### config.mk
export PLATFORM = sky130hd
export DESIGN_NAME = l2_tag_store
export DESIGN_NICKNAME = d
export VERILOG_FILES = /design/src/design/l2_cache_pkg.sv /design/src/design/l2_tag_store.sv
export SDC_FILE = /design/constraint.sdc
export NUM_CORES = 2
export LEC_CHECK = 0
export BUFFER_PORTS_ARGS = -buffer_cell sky130_fd_sc_hd__clkbuf_2
export CAP_MARGIN = 30
export CORE_MARGIN = 2
export CORE_UTILIZATION = 45
export CTS_BUF_LIST = sky130_fd_sc_hd__clkbuf_8
export CTS_CLUSTER_DIAMETER = 60
export CTS_CLUSTER_SIZE = 14
export DETAILED_ROUTE_END_ITERATION = 12
export GPL_ROUTABILITY_DRIVEN = 0
export PLACE_DENSITY = 0.62
export SLEW_MARGIN = 20
export SYNTH_ARGS = -nofsm -noshare
export SYNTH_HDL_FRONTEND = slang
export SYNTH_SLANG_ARGS = --single-unit
### constraint.sdc
create_clock -name clk -period 8.15 [get_ports clk]
set_input_delay 1.63 -clock clk [delete_from_list [all_inputs] [get_ports clk]]
set_output_delay 1.63 -clock clk [all_outputs]
set_load 0.01 [all_outputs]
### src/design/l2_cache_pkg.sv
//**************************************************************************
// Geometry and controller state encoding for the four-way L2 cache
// Referenced from the RTL through scoped names
//**************************************************************************
`default_nettype none

package l2_cache_pkg;

	// Requester side
	localparam int addr_width = 32;
	localparam int word_width = 32;

	// Line geometry
	localparam int words_per_line = 4;
	localparam int line_width = words_per_line * word_width;   // 128 bits to the next level

	// Set associativity
	localparam int num_sets = 16;
	localparam int num_ways = 4;

	// Address split, low to high
	localparam int byte_offset_width = 2;                      // Ignored by the design
	localparam int word_offset_width = $clog2(words_per_line); // Bits 3:2
	localparam int index_width = $clog2(num_sets);             // Bits 7:4
	localparam int tag_width = addr_width - index_width - word_offset_width - byte_offset_width;

	// Way number and LRU rank
	localparam int way_width = $clog2(num_ways);
	localparam int lru_width = $clog2(num_ways);  // Rank 0 is least recent

	// Controller states
	typedef enum logic [1:0] {
		idle,
		compare,
		write_back,
		allocate
	} ctrl_state_t;

endpackage

`default_nettype wire

### src/design/l2_tag_store.sv
//**************************************************************************
// Tag, valid, dirty and LRU arrays of the L2 cache
// Lookup and victim choice are combinational, updates land on the next edge
//**************************************************************************
`timescale 1ns/10ps
`default_nettype none

module l2_tag_store (
	input wire clk,
	input wire reset,
	input wire [l2_cache_pkg::addr_width-1:0] addr,
	input wire touch,
	input wire fill,
	input wire set_dirty,
	input wire clear_dirty,
	input wire [l2_cache_pkg::way_width-1:0] sel_way,
	output logic lookup_hit,
	output logic [l2_cache_pkg::way_width-1:0] hit_way,
	output logic [l2_cache_pkg::way_width-1:0] victim_way,
	output logic victim_dirty,
	output logic [l2_cache_pkg::tag_width-1:0] victim_tag
);

	logic [l2_cache_pkg::tag_width-1:0] tag_mem [l2_cache_pkg::num_sets][l2_cache_pkg::num_ways];
	logic [l2_cache_pkg::lru_width-1:0] lru_mem [l2_cache_pkg::num_sets][l2_cache_pkg::num_ways];
	logic [l2_cache_pkg::num_ways-1:0] valid_mem [l2_cache_pkg::num_sets];
	logic [l2_cache_pkg::num_ways-1:0] dirty_mem [l2_cache_pkg::num_sets];

	logic [l2_cache_pkg::index_width-1:0] index;
	logic [l2_cache_pkg::tag_width-1:0] tag;
	logic [l2_cache_pkg::num_ways-1:0] match;
	logic found_invalid;

	assign index = addr[l2_cache_pkg::byte_offset_width + l2_cache_pkg::word_offset_width +:
		l2_cache_pkg::index_width];
	assign tag = addr[l2_cache_pkg::addr_width-1 -: l2_cache_pkg::tag_width];

	// Tag compare across the set
	always_comb begin
		hit_way = '0;
		for (int w = 0; w < l2_cache_pkg::num_ways; w++) begin
			match[w] = valid_mem[index][w] && (tag_mem[index][w] == tag);
			if (match[w])
				hit_way = l2_cache_pkg::way_width'(w);
		end
	end

	assign lookup_hit = |match;

	// Lowest invalid way first, else the rank 0 way
	always_comb begin
		victim_way = '0;
		found_invalid = 1'b0;
		for (int w = 0; w < l2_cache_pkg::num_ways; w++) begin
			if (!valid_mem[index][w] && !found_invalid) begin
				victim_way = l2_cache_pkg::way_width'(w);
				found_invalid = 1'b1;
			end
		end
		if (!found_invalid) begin
			for (int w = 0; w < l2_cache_pkg::num_ways; w++) begin
				if (lru_mem[index][w] == '0)
					victim_way = l2_cache_pkg::way_width'(w);
			end
		end
	end

	assign victim_dirty = valid_mem[index][victim_way] && dirty_mem[index][victim_way];
	assign victim_tag = tag_mem[index][victim_way];

	// Tag of the filled way
	always_ff @(posedge clk) begin
		if (fill)
			tag_mem[index][sel_way] <= tag;
	end

	always_ff @(posedge clk or posedge reset) begin
		if (reset) begin
			for (int s = 0; s < l2_cache_pkg::num_sets; s++) begin
				valid_mem[s] <= '0;
				dirty_mem[s] <= '0;
				for (int w = 0; w < l2_cache_pkg::num_ways; w++)
					lru_mem[s][w] <= l2_cache_pkg::lru_width'(w); // Rank equals way number
			end
		end else begin
			// Touched way takes rank 3 and higher ranks slide down
			if (touch || fill) begin
				for (int w = 0; w < l2_cache_pkg::num_ways; w++) begin
					if (l2_cache_pkg::way_width'(w) == sel_way)
						lru_mem[index][w] <= '1;
					else if (lru_mem[index][w] > lru_mem[index][sel_way])
						lru_mem[index][w] <= lru_mem[index][w] - 1'b1;
				end
			end
			if (set_dirty)
				dirty_mem[index][sel_way] <= 1'b1;
			if (clear_dirty)
				dirty_mem[index][sel_way] <= 1'b0;
			if (fill) begin
				valid_mem[index][sel_way] <= 1'b1;
				dirty_mem[index][sel_way] <= 1'b0;  // New line arrives clean
			end
		end
	end

	// A set never holds the same tag twice
	assert property (@(posedge clk) disable iff (reset) $onehot0(match))
		else $error("tag store: more than one way matches");

endmodule

`default_nettype wire

==> summary.md <==
The run finished with clean final reports. The die area was 171000 um^2. The category of the worst setup path capture point is an output pin.

Number of clock sinks: 1792. After synthesis the netlist holds a flip-flop and latch count of 1792. Once detail routing completed, the nets flagged for antenna violations numbered 0. The first global-routing pass estimated 319000 um of wire. For this block, the initial DRC count from the detailed router was 6644.

The pin count of the biggest net entering global routing was 79. After clock tree synthesis, the clock-pin slew on the worst setup and hold paths is 90 ps. The tool flagged a number of max-cap violations equal to 0. The tools report the endpoint with the worst hold slack as valid_mem[63]$_DFFE_PP0P_.

The maximum clock frequency is 131 MHz. The placed wire-length estimate after detailed placement is 145000 um. The via-per-instance ratio works out to 6.35.

The count of input and output buffers came out at 65. For this run, global-route usage on met3 was measured as 5.33%. The post-route clock period utilization is 94.0%, and the number of standard cells after synthesis is 4355.

The worst setup path is launched from an input port. After detailed placement, the design holds a cell count of 6588. Fraction of final layout cells with drive strength greater than 1: 25.9%. The run gives 6 as the number of search-and-repair iterations in the first detailed-routing pass. The tools report the setup slack of the most critical reg-to-reg path as 4020 ps. The cell with the most instances after synthesis was edfxtp_1. The critical path data arrival time is 6030 ps. Once the clock tree was built, the resizer swapped 0 gates to a different size.

Setup repair after global routing left no endpoint under its margin. Biggest area consumer among synthesized cells: edfxtp_1. The run gives 150 as the number of placement rows.

The worst pin sits at a relative slew slack of 24.7%. The synthesized design contains 1536 enable-type register cells. The number of pins exceeding their max-slew limit in the final report is 0, and the worst hold path depth is 1. The number of setup buffers added after CTS came out at 0. The maximum ir drop on the vdd rail is 180 uV, and the clock tree buffer depth is 3.

The endpoint identified for the worst register-to-register timing path is lru_mem[122]$_DFFE_PP0P_. The die is 414 um tall. The horizontal extent of the die was 414 um. For this design the ratio of total power to cell area is 226 nW/um^2. After floorplanning, the core was sized to cover 167000 um^2.

The final setup violation count was 0; the number of buffers inserted for hold repair after clock tree synthesis was 0. Start of the worst register-to-register path: lru_mem[69]$_DFFE_PP0P_. A synthesized cell averages 17.4 um^2. Most instantiated flip-flop cell in the synthesis netlist: edfxtp_1. TritonCTS built the clock tree. The worst hold slack came out at 463 ps. The worst hold path belongs to the class flip-flop to flip-flop. The initial utilization of the core area, before any placement, comes to 45.3%.

Sequential cells were found to cover 69.6% of the synthesized design area. At the pin with the least slew margin, the transition time is 1120 ps. The initial antenna violation count was 9. The number of different library cells used by synthesis comes to 83.

Class of the most critical setup path: input port to output pin. Adding up every negative setup slack in the final design gives 0 ps. After the flow finishes, the layout carries non-filler instances totaling 6837.

The clock arrives with 37.2 ps of skew. For this design the static power due to leakage is 28.1 nW. Endpoint required time on the critical path: 6520 ps.

In this run the count of I/O pins placed on the die edge is 70. Counting I/O delays and the setup requirement, the final critical path takes 7660 ps. Counting cells, the worst reg-to-reg path comes to 12. The startpoint identified for the worst hold timing path is valid_mem[63]$_DFFE_PP0P_. The routed design has 226000 um of wire. The run gives 41928 as the via count of the first global-routing pass.

The global routing stage identified its most utilized layer as met2. Along the worst path, the maximum fanout reaches 55. In the final routed layout, each cell accounts on average for 33.1 um.

The commonest cells after synthesis are 1536 x edfxtp_1, 403 x mux4_2, 318 x nand2_1. Summed over its instances, the top area cell type makes up 61.0% of the synthesized netlist area. For this run, the number of Yosys warnings is 0. The number of levels the H-tree was split into is 4, and the number of hold violations in the final report is 0.

The layout-stage area growth over the synthesis result was 9.63%. The clock root buffer is clkbuf_8. The remaining routing DRC violations was 0; the fraction of registers with async set or reset after synthesis was 14.3%. The met2 layer usage reported by global route is 39.2%. The clock latency on the worst-skew pair is 930 ps, and the net count after synthesis is 4407.

The met1 track utilization from global routing was 38.2%. The logs give 13797 for the number of filler instances in the final layout and 4607 for the final net count. For the number of buffers added by the clock tree synthesis step, the log shows 153. The total routing resource utilization after global routing came out at 26.4%. By area the synthesized netlist is led by edfxtp_1 61%, mux4_2 12%, dfrtp_1 6.4%. The mapped netlist covers 75600 um^2.

For this run the aggregate overflow at the end of global routing stands at 0. The routed layout has 43404 vias.
-- layer usage --
| metal | vias up | routed length (um) |
|---|---|---|
| met2 | 2516 | 102000 |
| met5 | - | 0 |
| li1 | 17670 | - |
| met4 | 0 | 10300 |
| met1 | 22761 | 92000 |
| met3 | 457 | 22300 |
-- through the flow --
stage | utilization [%] | setup slack [ps] | power, mW | area [um^2]
after floorplan | - | 1630 | 12.8 | 75600
after global placement | 47.4 | 672 | 13.9 | 79200
after detailed placement | 47.9 | 684 | 13.9 | 80100
after CTS | 49.5 | 675 | 18.8 | 82700
after global routing | 49.6 | 481 | 19.4 | 82900
final | 49.6 | 491 | 18.7 | 82900
-- cells in the final DEF (no fill, tap or decap), types with 10 or more instances in the layout --
master | netlist | routed
o21ai_0 | 123 | 123
o2111ai_1 | 11 | 11
a211oi_1 | 14 | 14
clkbuf_2 | 0 | 44
a221oi_1 | 20 | 20
nand3_1 | 22 | 22
nor2b_1 | 15 | 11
mux4_2 | 403 | 403
nand2_1 | 318 | 318
buf_12 | 3 | 37
nor2_1 | 173 | 104
ha_1 | 12 | 12
inv_1 | 29 | 62
a31oi_1 | 48 | 48
nor3_1 | 19 | 15
buf_2 | 70 | 18
or2_2 | 72 | 72
edfxtp_1 | 1536 | 1536
buf_4 | 46 | 202
mux4_1 | 14 | 14
o22ai_1 | 33 | 33
nor2_4 | 0 | 33
nand2b_1 | 14 | 14
a22oi_1 | 66 | 66
dfstp_2 | 64 | 64
and3_1 | 14 | 14
a21oi_1 | 284 | 280
mux2_2 | 46 | 46
a22o_1 | 11 | 11
buf_16 | 0 | 16
o211ai_1 | 11 | 11
clkbuf_8 | 0 | 164
xor2_1 | 16 | 16
and2_1 | 11 | 10
mux2i_1 | 278 | 278
nor2_2 | 0 | 36
dfrtp_1 | 192 | 192
xnor2_1 | 75 | 75
-- area by class of cell --
cell class                      count  area (um^2)  share of cell area (%)
Inverter                           38          159                   0.192
Clock buffer                      164         2260                    2.72
Timing Repair Buffer              323         3090                    3.73
Multi-Input combinational cell   2247        21600                    26.1
Clock inverter                     61          397                   0.478
Sequential cell                  1792        52600                    63.4
Antenna cell                        8         20.0                  0.0241
Tap cell                         2204         2760                    3.33
-- critical path, stage by stage --
cell	delay, ps
buf_8	500
buf_12	350
mux4_2	550
a22oi_1	300
nand2_1	340
o311ai_4	250
buf_4	460
mux2i_1	890
mux4_2	480
clkbuf_2	150
-- logic make-up after synthesis --
family / synth area share (%)
DFF: 69.6
muxes: 16.9
AOI/OAI and AO/OA: 5.80
and+or+nand+nor: 4.05
buffers and inverters: 2.39
xor gates and xnor gates: 1.05
adders and majority gates: 0.199
-- flip-flops by register name, summed over array words and instances, names as in the netlist --
name	flops
tag_mem	1536
lru_mem	128
dirty_mem	64
valid_mem	64
-- worst max path at each step --
stage	from	end	slack, ps	cells after the start
2_1_floorplan	addr[5]	victim_tag[15]	1630	19
3_3_place_gp	addr[5]	victim_tag[0]	670	10
3_5_place_dp	addr[5]	victim_tag[0]	680	10
4_1_cts	addr[5]	victim_tag[0]	670	10
5_1_grt	addr[5]	victim_tag[19]	480	10
6_report	addr[5]	victim_tag[19]	490	10
-- power by group --
group	internal [mW]	switching, mW
clock network	1.95	2.98
logic	1.12	1.94
registers	10.5	0.229
Power figures use the tool's default switching activity.
