`src/design/l2_cache_pkg.sv`:
```
//**************************************************************************
// Geometry and controller state encoding for the four-way L2 cache
// Referenced from the RTL through scoped names
//**************************************************************************
`default_nettype none

package l2_cache_pkg;

	// Requester side
	localparam int addr_width = 32;
	localparam int word_width = 32;

	// Line geometry
	localparam int words_per_line = 4;
	localparam int line_width = words_per_line * word_width;   // 128 bits to the next level

	// Set associativity
	localparam int num_sets = 16;
	localparam int num_ways = 4;

	// Address split, low to high
	localparam int byte_offset_width = 2;                      // Ignored by the design
	localparam int word_offset_width = $clog2(words_per_line); // Bits 3:2
	localparam int index_width = $clog2(num_sets);             // Bits 7:4
	localparam int tag_width = addr_width - index_width - word_offset_width - byte_offset_width;

	// Way number and LRU rank
	localparam int way_width = $clog2(num_ways);
	localparam int lru_width = $clog2(num_ways);  // Rank 0 is least recent

	// Controller states
	typedef enum logic [1:0] {
		idle,
		compare,
		write_back,
		allocate
	} ctrl_state_t;

endpackage

`default_nettype wire

```
`src/design/l2_cache_ctrl.sv`:
```
//**************************************************************************
// L2 cache control FSM, one request at a time
// Sequences lookup, dirty victim write-back, line allocation and done
//**************************************************************************
`timescale 1ns/10ps
`default_nettype none

module l2_cache_ctrl (
	input wire clk,
	input wire reset,
	input wire req,
	input wire we,
	input wire [l2_cache_pkg::addr_width-1:0] addr,
	input wire lookup_hit,
	input wire [l2_cache_pkg::way_width-1:0] hit_way,
	input wire [l2_cache_pkg::way_width-1:0] victim_way,
	input wire victim_dirty,
	input wire [l2_cache_pkg::tag_width-1:0] victim_tag,
	input wire mem_ready,
	output logic done,
	output logic hit,
	output logic touch,
	output logic fill,
	output logic set_dirty,
	output logic clear_dirty,
	output logic word_we,
	output logic [l2_cache_pkg::way_width-1:0] sel_way,
	output logic mem_read,
	output logic mem_write,
	output logic [l2_cache_pkg::addr_width-1:0] mem_addr
);

	l2_cache_pkg::ctrl_state_t state, next_state;

	logic missed;  // Set once the current request has missed
	logic [l2_cache_pkg::index_width-1:0] index;
	logic [l2_cache_pkg::tag_width-1:0] req_tag;
	logic [l2_cache_pkg::tag_width-1:0] line_tag;

	assign index = addr[l2_cache_pkg::byte_offset_width + l2_cache_pkg::word_offset_width +:
		l2_cache_pkg::index_width];
	assign req_tag = addr[l2_cache_pkg::addr_width-1 -: l2_cache_pkg::tag_width];

	// Victim line address while writing back, else the requested line
	assign line_tag = (state == l2_cache_pkg::write_back) ? victim_tag : req_tag;
	assign mem_addr = {line_tag, index,
		{(l2_cache_pkg::word_offset_width + l2_cache_pkg::byte_offset_width){1'b0}}};

	// Hit way in compare, victim way on the miss path
	assign sel_way = (state == l2_cache_pkg::compare) ? hit_way : victim_way;

	always_ff @(posedge clk or posedge reset) begin
		if (reset) begin
			state <= l2_cache_pkg::idle;
			missed <= 1'b0;
		end else begin
			state <= next_state;
			if (state == l2_cache_pkg::idle && req)
				missed <= 1'b0;  // Fresh request
			else if (state == l2_cache_pkg::compare && !lookup_hit)
				missed <= 1'b1;
		end
	end

	always_comb begin
		next_state = state;
		done = 1'b0;
		hit = 1'b0;
		touch = 1'b0;
		fill = 1'b0;
		set_dirty = 1'b0;
		clear_dirty = 1'b0;
		word_we = 1'b0;
		mem_read = 1'b0;
		mem_write = 1'b0;
		case (state)
			l2_cache_pkg::idle: begin
				if (req)
					next_state = l2_cache_pkg::compare;
			end
			l2_cache_pkg::compare: begin
				if (lookup_hit) begin
					done = 1'b1;
					hit = !missed;     // Low after a refill
					touch = 1'b1;
					word_we = we;
					set_dirty = we;
					next_state = l2_cache_pkg::idle;
				end else if (victim_dirty) begin
					next_state = l2_cache_pkg::write_back;
				end else begin
					next_state = l2_cache_pkg::allocate;
				end
			end
			l2_cache_pkg::write_back: begin
				mem_write = 1'b1;  // Held until the next level takes the line
				if (mem_ready) begin
					clear_dirty = 1'b1;
					next_state = l2_cache_pkg::allocate;
				end
			end
			l2_cache_pkg::allocate: begin
				mem_read = 1'b1;
				if (mem_ready) begin
					fill = 1'b1;  // Line lands in the victim way
					next_state = l2_cache_pkg::compare;
				end
			end
			default: next_state = l2_cache_pkg::idle;
		endcase
	end

	// Next-level port carries one command at a time
	assert property (@(posedge clk) disable iff (reset) !(mem_read && mem_write))
		else $error("ctrl: mem_read and mem_write both high");

	// Requester holds req through the whole request
	assert property (@(posedge clk) disable iff (reset) done |-> req)
		else $error("ctrl: done without req");

endmodule

`default_nettype wire

```
`config.mk`:
```
export PLATFORM = sky130hd
export DESIGN_NAME = l2_cache_ctrl
export DESIGN_NICKNAME = d
export VERILOG_FILES = /design/src/design/l2_cache_pkg.sv /design/src/design/l2_cache_ctrl.sv
export SDC_FILE = /design/constraint.sdc
export NUM_CORES = 1
export LEC_CHECK = 0
export ABC_CLOCK_PERIOD_IN_PS = 1900
export BUFFER_PORTS_ARGS = -buffer_cell sky130_fd_sc_hd__buf_2
export CAP_MARGIN = 20
export CORE_MARGIN = 2
export CORE_UTILIZATION = 30
export CTS_BUF_LIST = sky130_fd_sc_hd__clkbuf_8 sky130_fd_sc_hd__clkbuf_16
export DETAILED_ROUTE_END_ITERATION = 8
export MAX_ROUTING_LAYER = met4
export PLACE_DENSITY = 0.81
export SYNTH_ARGS = -nofsm -noshare
export SYNTH_HDL_FRONTEND = slang
export SYNTH_SLANG_ARGS = --single-unit
```
`constraint.sdc`:
```
create_clock -name clk -period 1.9 [get_ports clk]
set_input_delay 0.285 -clock clk [delete_from_list [all_inputs] [get_ports clk]]
set_output_delay 0.285 -clock clk [all_outputs]
set_load 0.03 [all_outputs]
```
==> results by group, run 1 <==
Detailed routing
  • DR pass1 iterations: 4
  • Final antenna-violating net count: 0
  • DR vias/cell: 4.38
  • Routed length per instance: 11.1 um
  • Drt drc: 0
  • Drt total wl: 2160 um
  • Via Count: 849
  • DRT iter0 DRCs: 6

Floorplanning
  • Die height: 54.1 um
  • I/O pins: 110
  • Die width: 54.1 um
  • Site Rows: 18
  • Core area: 2430 um2
  • DIE AREA: 2930 um2
  • Initial Util: 31.0%

Timing
  • WHS: 0.275 ns
  • F_max: 540 MHz
  • Clock skew: 0.000671 ns
  • Period utilisation layout: 97.4%
  • Fin. max-slew vios: 0
  • Number of setup violations in the final report: 0
  • Final Hold Viols: 0
  • Final period demand of the worst path: 1.85 ns

CTS
  • Root buffer selected by CTS: clkbuf_8
  • CTS Buf Count: 3
  • H-tree depth: 1
  • Sink Count: 3
  • CTS tree: built
  • Max clock buf depth: 2
  • Clk_lat worst skew: 0.21 ns
  • Worst-path clk slew: 0.03 ns

Pwr
  • Leak pwr: 0.780 nW
  • Total power: 1.37 mW
  • Maximum VDD drop: 0.649 mV
  • PwrDens: 1020 nW/um2

Setup path
  • CP Data Required Time: 1.62 ns
  • CP Capture Type: output port
  • CP top delay family: buffers and inverters
  • Crit path max fanout: 6
  • Crit path DAT: 1.57 ns
  • Buf/Inv on CP: 3
  • Slowest cell on crit path: dfrtp_1
  • Startpoint types: flop
  • Max incr delay on CP: 0.38 ns
  • Setup CP Type: flop to output port
  • Worst-path cell chain: inv_2 > ha_4 > clkbuf_16 > mux2_4 > buf_2

Synth
  • EDFF count, synth: 0
  • Async set-reset flop share out of synthesis: 100%
  • Synth top area cells: mux2_4 (40%), buf_4 (10%), dfrtp_1 (10%)
  • Synth top cells by count: mux2_4 (20), buf_4 (10), mux2_2 (6)
  • Synth Register Bits: 3
  • Top FF cell, synth: dfrtp_1
  • Post-synth top area share: 39.9%
  • Most common cell in the synthesized netlist: mux2_4
  • Sequential element share of the synthesized area: 9.97%
  • Warnings from Yosys: 0
  • Gate Count Post-Synth: 68
  • Unique masters post-synth: 18
  • Cell taking the most area after synthesis: mux2_4
  • Synthesized cell area: 753 um2
  • Syn_area_per_cell: 11.1 um2

Final layout
  • Fillcell total: 223
  • Nets: 237
  • Share of cells above drive strength 1: 81.7%
  • ANT cells: 0
  • Layout area overhead: 78.1%

Outcome
  • Outcome: completed

Global route
  • Largest net degree at the start of global routing: 14
  • Total track usage: 13.0%
  • Grt ovf: 0
  • First-pass GRT wire length: 2720 um
  • Vias in the first global route: 659
  • Initial antenna violation count: 0

Hold path
  • Hold WC Path Type: input port to flop

Placed design
  • Placer congestion estimate: 0.724
  • Port Buffers: 93
  • DP HPWL: 1770 um

Job
  • Max Cap Violations: 0
==> metrics by stage <==
| step | setup slack, ns | TNS (ns) | cells | instance area, um2 | utilization (%) |
|---|---|---|---|---|---|
| finish | 0.0498 | 0 | 194 | 1340 | 55.1 |
| global route | -0.00666 | -0.0182 | 194 | 1340 | 55.1 |
| CTS | 0.00903 | 0 | 188 | 1260 | 51.6 |
| detailed placement | 0.138 | 0 | 182 | 1160 | 47.7 |
| global placement | 0.160 | 0 | 182 | 1160 | 47.7 |
| floorplan | 0.0704 | 0 | 71 | 764 | - |
==> registers in the layout (all words and copies together) (netlist names) <==
| signal | count |
|---|---|
| state | 2 |
| missed | 1 |
==> where the power goes <==
group	total, mW	internal (mW)	switching (mW)
Clock	0.178	0.137	0.0405
Sequential	0.116	0.0941	0.0221
Combinational	1.08	0.503	0.573
==> layout make-up <==
class	count	area [um2]	share of cell area (%)
repair buffers	102	606	45.1
multi-input cells	50	559	41.7
flip-flops and latches	3	75.1	5.60
clock buffers	3	41.3	3.08
well taps	30	37.5	2.80
inverters	5	18.8	1.40
clock inverters	1	3.75	0.280
==> worst reg2reg max path, cell delays in order, from the launching register on <==
cell and delay [ns]:
dfrtp_1 0.38, inv_2 0.11, ha_4 0.22, clkbuf_16 0.18
nor2_1 0.05, o22ai_2 0.14, mux2i_1 0.23
==> kinds of logic (layout without fill, tap and decap cells) <==
family | after synthesis | in the layout | synth area share (%)
multiplexers | 28 | 28 | 51.5
buffers and inverters | 18 | 111 | 19.3
AND/OR/NAND/NOR | 9 | 9 | 6.81
adder cells (fa/ha/maj) | 5 | 5 | 8.31
AO/OA/AOI/OAI | 4 | 4 | 3.65
flip-flops | 3 | 3 | 9.97
other | 1 | 4 | 0.498
==> routing by layer <==
layer  vias to the layer above  routed length [um]  GRT usage, %  part of all wire [%]
li1                        408                   -             -                     -
met1                       382                 626          10.2                    29
met2                        56                1250          27.4                    58
met3                         3                 282          3.33                    13
met4                         0                   3          5.00                  0.14
met5                         -                   0             -                     0
==> layout by cell type, fill, tap and decap left out, drive strengths merged <==
cell type	n
nor2	2
mux2	26
inv	6
o22ai	1
clkbuf	5
and3	1
nor2b	2
o21ai	1
dlygate4sd3	1
a21oi	2
buf	99
mux2i	2
ha	5
and2	3
nand2b	1
conb	4
dfrtp	3
==> timing repair <==
action,in CTS,in global routing
endpoints found under the hold margin,3,0
cloned,1,2
pin swaps,0,0
gates resized for setup,4,3
buffers inserted,0,4
endpoints found under the setup margin,24,25
hold buffers,1,0
==> path summary, 6_finish.rpt <==
| kind | from | to | slack, ns | cells past startpoint |
|---|---|---|---|---|
| max reg2reg | state[0] | state[0] | 0.51 | 6 |
| min in group asynchronous | reset | state[1] | 0.48 | 3 |
| min | req | missed | 0.27 | 2 |
| max | state[0] | mem_addr[13] | 0.05 | 5 |
| min reg2reg | missed | missed | 0.54 | 2 |
| max in group asynchronous | reset | missed | 1.29 | 3 |
Note: power is estimated with default switching activity, not from simulation.
==> run 2: changes to the inputs <==
--- a/config.mk
+++ b/config.mk
@@ -8,12 +8,15 @@
 export ABC_CLOCK_PERIOD_IN_PS = 1900
 export BUFFER_PORTS_ARGS = -buffer_cell sky130_fd_sc_hd__buf_2
 export CAP_MARGIN = 20
+export CORE_ASPECT_RATIO = 1.75
 export CORE_MARGIN = 2
 export CORE_UTILIZATION = 30
 export CTS_BUF_LIST = sky130_fd_sc_hd__clkbuf_8 sky130_fd_sc_hd__clkbuf_16
 export DETAILED_ROUTE_END_ITERATION = 8
 export MAX_ROUTING_LAYER = met4
 export PLACE_DENSITY = 0.81
+export RECOVER_POWER = 100
+export SETUP_SLACK_MARGIN = 0.02
 export SYNTH_ARGS = -nofsm -noshare
 export SYNTH_HDL_FRONTEND = slang
 export SYNTH_SLANG_ARGS = --single-unit
==> results by group, run 2 (same netlist as run 1, synthesis figures left out) <==
Outcome
  • Outcome: completed

Floorplanning
  • Die height: 70.3 um
  • Site Rows: 24
  • Die width: 41.9 um
  • I/O pins: 110
  • Core area: 2430 um2
  • DIE AREA: 2940 um2
  • Initial Util: 31.0%

CTS
  • H-tree depth: 1
  • Max clock buf depth: 2
  • Sink Count: 3
  • CTS Buf Count: 3
  • Worst-path clk slew: 0.03 ns
  • Root buffer selected by CTS: clkbuf_8
  • Clk_lat worst skew: 0.22 ns
  • CTS tree: built

Global route
  • Total track usage: 16.4%
  • Initial antenna violation count: 0
  • Vias in the first global route: 828
  • Largest net degree at the start of global routing: 14
  • Grt ovf: 0
  • First-pass GRT wire length: 3610 um

Timing
  • Period utilisation layout: 96.7%
  • Final TNS setup: 0 ns
  • F_max: 544 MHz
  • WHS: 0.282 ns
  • Final Hold Viols: 0
  • Number of setup violations in the final report: 0
  • Fin. max-slew vios: 0
  • Final setup margin: 0.0628 ns
  • Clock skew: 0.0000970 ns
  • Final period demand of the worst path: 1.84 ns
  • Unrepaired setup endpoints after global routing: true

Detailed routing
  • Drt total wl: 2480 um
  • DRT iter0 DRCs: 3
  • Max Used Layer: met4
  • Met2 WL post-DR: 1490 um
  • Final antenna-violating net count: 0
  • DR vias/cell: 4.51
  • Via Count: 843
  • Drt drc: 0
  • Metal-1 WL: 637 um
  • Routed length per instance: 13.3 um
  • Met3 WL: 328 um
  • DR pass1 iterations: 2

Final layout
  • Nets: 234
  • ANT cells: 0
  • Share of cells above drive strength 1: 77.6%
  • Max reg flops: 2
  • Largest regs: state (2), missed (1)
  • Fin area: 1320 um2
  • Layout area overhead: 75.2%
  • Most frequent cells in the layout: buf_2 (66), mux2_4 (20), buf_4 (16)
  • Fillcell total: 228
  • Top reg by flops: state
  • Area occupied by multi-input gates: 559 um2
  • Sequential cell area: 75.1 um2
  • Most common cell after layout, fill and taps aside: buf_2

Pwr
  • Maximum VDD drop: 0.625 mV
  • Total power: 1.35 mW
  • Leak pwr: 0.744 nW
  • PwrDens: 1030 nW/um2

Setup path
  • Worst-path cell chain: ha_4 > clkbuf_16 > mux2_4 > clkbuf_2
  • Crit path max fanout: 6
  • CP Capture Type: output port
  • Startpoint types: flop
  • Setup CP Type: flop to output port
  • CP Data Required Time: 1.62 ns
  • Max incr delay on CP: 0.44 ns
  • Crit path DAT: 1.55 ns
  • Slowest cell on crit path: dfrtp_1

Placed design
  • Placer congestion estimate: 0.763
  • DP HPWL: 1910 um
  • Port Buffers: 93
  • Area after DPL: 1160 um2
  • Pre-CTS setup slack: 0.120 ns

Hold path
  • Hold WC Path Type: input port to flop

Job
  • Max Cap Violations: 0
## run 2: cell count changes in the layout (fill, tap and decap cells not counted), sizes merged
| cell | delta |
|---|---|
| buf | -15 |
| clkbuf | +12 |
## run 2: worst paths after layout
| path | from | end | slack, ns | depth (start not counted) |
|---|---|---|---|---|
| min | req | missed | 0.28 | 2 |
| max reg2reg | state[1] | state[1] | 0.49 | 5 |
| min in group asynchronous | reset | state[0] | 0.48 | 3 |
| max | state[1] | mem_addr[26] | 0.06 | 4 |
| min reg2reg | missed | missed | 0.55 | 2 |
| max in group asynchronous | reset | missed | 1.29 | 3 |
## run 2: worst max-delay path: cells and delay by family, from the launching register on
family / cells / cell delay, ns
multiplexers: 1 / 0.29
flip-flops: 1 / 0.44
buffers and inverters: 2 / 0.36
adder cells (fa/ha/maj): 1 / 0.24
## run 2: what timing repair did
action | CTS | global route
setup endpoints to repair | 24 | 7
gates resized for setup | 15 | 9
gates cloned | 1 | 1
setup buffers | 2 | 0
endpoints found under the hold margin | 3 | 0
hold buffers | 1 | 0
## run 2: area by class of cell
type,count,area share (%)
sequential,3,5.69
inverter,5,1.42
multi-input combinational,50,42.4
tap,26,2.46
clock buffer,3,3.13
timing repair buffer,99,44.6
clock inverter,1,0.284
## run 2: routing by layer
| metal | global-route usage [%] | vias to the layer above |
|---|---|---|
| met5 | - | - |
| met4 | 6.81 | 0 |
| met3 | 6.20 | 4 |
| met2 | 32.5 | 63 |
| met1 | 12.4 | 370 |
| li1 | - | 406 |
## run 2: stage by stage
stage	utilization, %	cells
finish	54.3	187
global route	54.3	187
global placement	47.5	178
detailed placement	47.5	178
floorplan	-	71
CTS	53.2	186
## run 2: report_power, final
group | total (mW) | internal, mW | switching (mW)
Clock | 0.183 | 0.138 | 0.0450
Sequential | 0.120 | 0.0941 | 0.0257
Combinational | 1.05 | 0.477 | 0.574
Total | 1.35 | 0.709 | 0.645
==> run 3: changes to the inputs <==
--- a/config.mk
+++ b/config.mk
@@ -9,7 +9,6 @@
 export BUFFER_PORTS_ARGS = -buffer_cell sky130_fd_sc_hd__buf_2
 export CAP_MARGIN = 20
 export CORE_ASPECT_RATIO = 1.75
-export CORE_MARGIN = 2
 export CORE_UTILIZATION = 30
 export CTS_BUF_LIST = sky130_fd_sc_hd__clkbuf_8 sky130_fd_sc_hd__clkbuf_16
 export DETAILED_ROUTE_END_ITERATION = 8
==> results by group, run 3 (same netlist as run 1, synthesis figures left out) <==
Outcome
  • Outcome: completed

Timing
  • F_max: 544 MHz
  • Final Hold Viols: 0
  • Period utilisation layout: 96.8%
  • Final period demand of the worst path: 1.84 ns
  • Fin. max-slew vios: 0
  • Number of setup violations in the final report: 0
  • Final TNS setup: 0 ns
  • Final setup margin: 0.0614 ns
  • Unrepaired setup endpoints after global routing: false
  • Clock skew: 0.00354 ns

Global route
  • Vias in the first global route: 773
  • Largest net degree at the start of global routing: 14
  • Initial antenna violation count: 0
  • Total track usage: 16.1%
  • Grt ovf: 0
  • First-pass GRT wire length: 2880 um

Setup path
  • CP top delay family: flip-flops
  • Crit path DAT: 1.55 ns
  • CP Data Required Time: 1.62 ns
  • Crit path max fanout: 6
  • Reg-to-reg endpoint: state[1]
  • Reg2reg setup slack: 0.47 ns
  • Worst R2R Start: state[0]
  • Setup CP Type: flop to output port
  • Buf/Inv on CP: 2
  • R2R cell count: 6
  • Startpoint types: flop
  • Slowest cell on crit path: dfrtp_1
  • Max incr delay on CP: 0.44 ns
  • CP Capture Type: output port
  • Critical path origin: state[1]
  • Worst-path cell chain: ha_4 > clkbuf_16 > mux2_4 > clkbuf_2

Floorplanning
  • Core area: 2330 um2
  • Die width: 39.9 um
  • Site Rows: 23
  • Initial Util: 32.3%
  • Die height: 68.3 um
  • I/O pins: 110
  • DIE AREA: 2720 um2

Placed design
  • Pre-CTS setup slack: 0.141 ns
  • Port Buffers: 93
  • Placer congestion estimate: 0.655
  • DP HPWL: 1830 um

Final layout
  • Layout area overhead: 73.4%
  • Fillcell total: 220
  • Most frequent cells in the layout: buf_2 (60), mux2_4 (20), clkbuf_2 (13), buf_4 (13), clkbuf_1 (8)
  • Final Util: 56.0%
  • Largest regs: state (2), missed (1)
  • Share of cells above drive strength 1: 76.4%
  • Most common cell after layout, fill and taps aside: buf_2
  • Sequential cell area: 75.1 um2
  • Top reg by flops: state
  • Max reg flops: 2
  • Area occupied by multi-input gates: 553 um2
  • ANT cells: 0
  • Nets: 234

Detailed routing
  • Drt total wl: 2250 um
  • DR vias/cell: 4.50
  • DR pass1 iterations: 4
  • Routed length per instance: 12.1 um
  • Via Count: 837
  • DRT iter0 DRCs: 9
  • Final antenna-violating net count: 0
  • Drt drc: 0

Pwr
  • Leak pwr: 0.736 nW
  • Maximum VDD drop: 0.847 mV
  • PwrDens: 1030 nW/um2

CTS
  • CTS tree: built
  • H-tree depth: 1
  • Root buffer selected by CTS: clkbuf_8
  • Worst-path clk slew: 0.03 ns
  • CTS Buf Count: 3
  • Clk_lat worst skew: 0.23 ns
  • Max clock buf depth: 2
  • Sink Count: 3

Hold path
  • Hold path depth: 2
  • Hold WC Path Type: input port to flop
  • Hold path start: req
  • Hold Path Sink: missed

Job
  • Max Cap Violations: 0
[run 3: how the worst max path moves through the flow]
stage | to | slack (ns) | depth (start not counted)
after detailed placement | mem_addr[9] | 0.14 | 5
after CTS | mem_addr[9] | 0.04 | 5
final | mem_addr[16] | 0.06 | 4
after global routing | mem_addr[21] | 0.02 | 5
after global placement | mem_addr[8] | 0.17 | 5
after floorplan | hit | 0.07 | 4
[run 3: where the power goes]
part	leakage, nW	switching [mW]	internal, mW	total (mW)
combinational	0.673	0.567	0.467	1.03
sequential	0.0363	0.0234	0.0940	0.117
clock	0.0269	0.0521	0.138	0.190
[run 3: layer usage]
metal	vias to the layer above	global-route usage [%]	share of wire, %
li1	403	-	-
met1	370	10.5	28
met2	56	32.5	61
met3	8	2.27	8.8
met4	0	11.6	2.7
met5	-	-	0
[run 3: repair_timing]
| action | 4_1_cts | 5_1_grt |
|---|---|---|
| setup endpoints to repair | 24 | 6 |
| resized for setup | 14 | 5 |
| hold buffers | 1 | 0 |
| cloned | 1 | 1 |
| setup buffers | 1 | 0 |
| endpoints found under the hold margin | 3 | 0 |
[run 3: through the flow]
step	instance area [um2]	hold slack (ns)	total power, mW	instances
floorplan	764	0.0386	0.876	71
global placement	1160	0.149	1.04	178
detailed placement	1160	0.149	1.05	178
CTS	1290	0.278	1.33	185
global route	1310	0.277	1.44	186
finish	1310	0.269	1.34	186
[run 3: area by class of cell]
| type | instances | share of cell area [%] |
|---|---|---|
| Clock buffer | 3 | 3.16 |
| Clock inverter | 1 | 0.287 |
| Inverter | 5 | 1.44 |
| Multi-Input combinational cell | 50 | 42.3 |
| Sequential cell | 3 | 5.75 |
| Tap cell | 25 | 2.39 |
| Timing Repair Buffer | 99 | 44.6 |
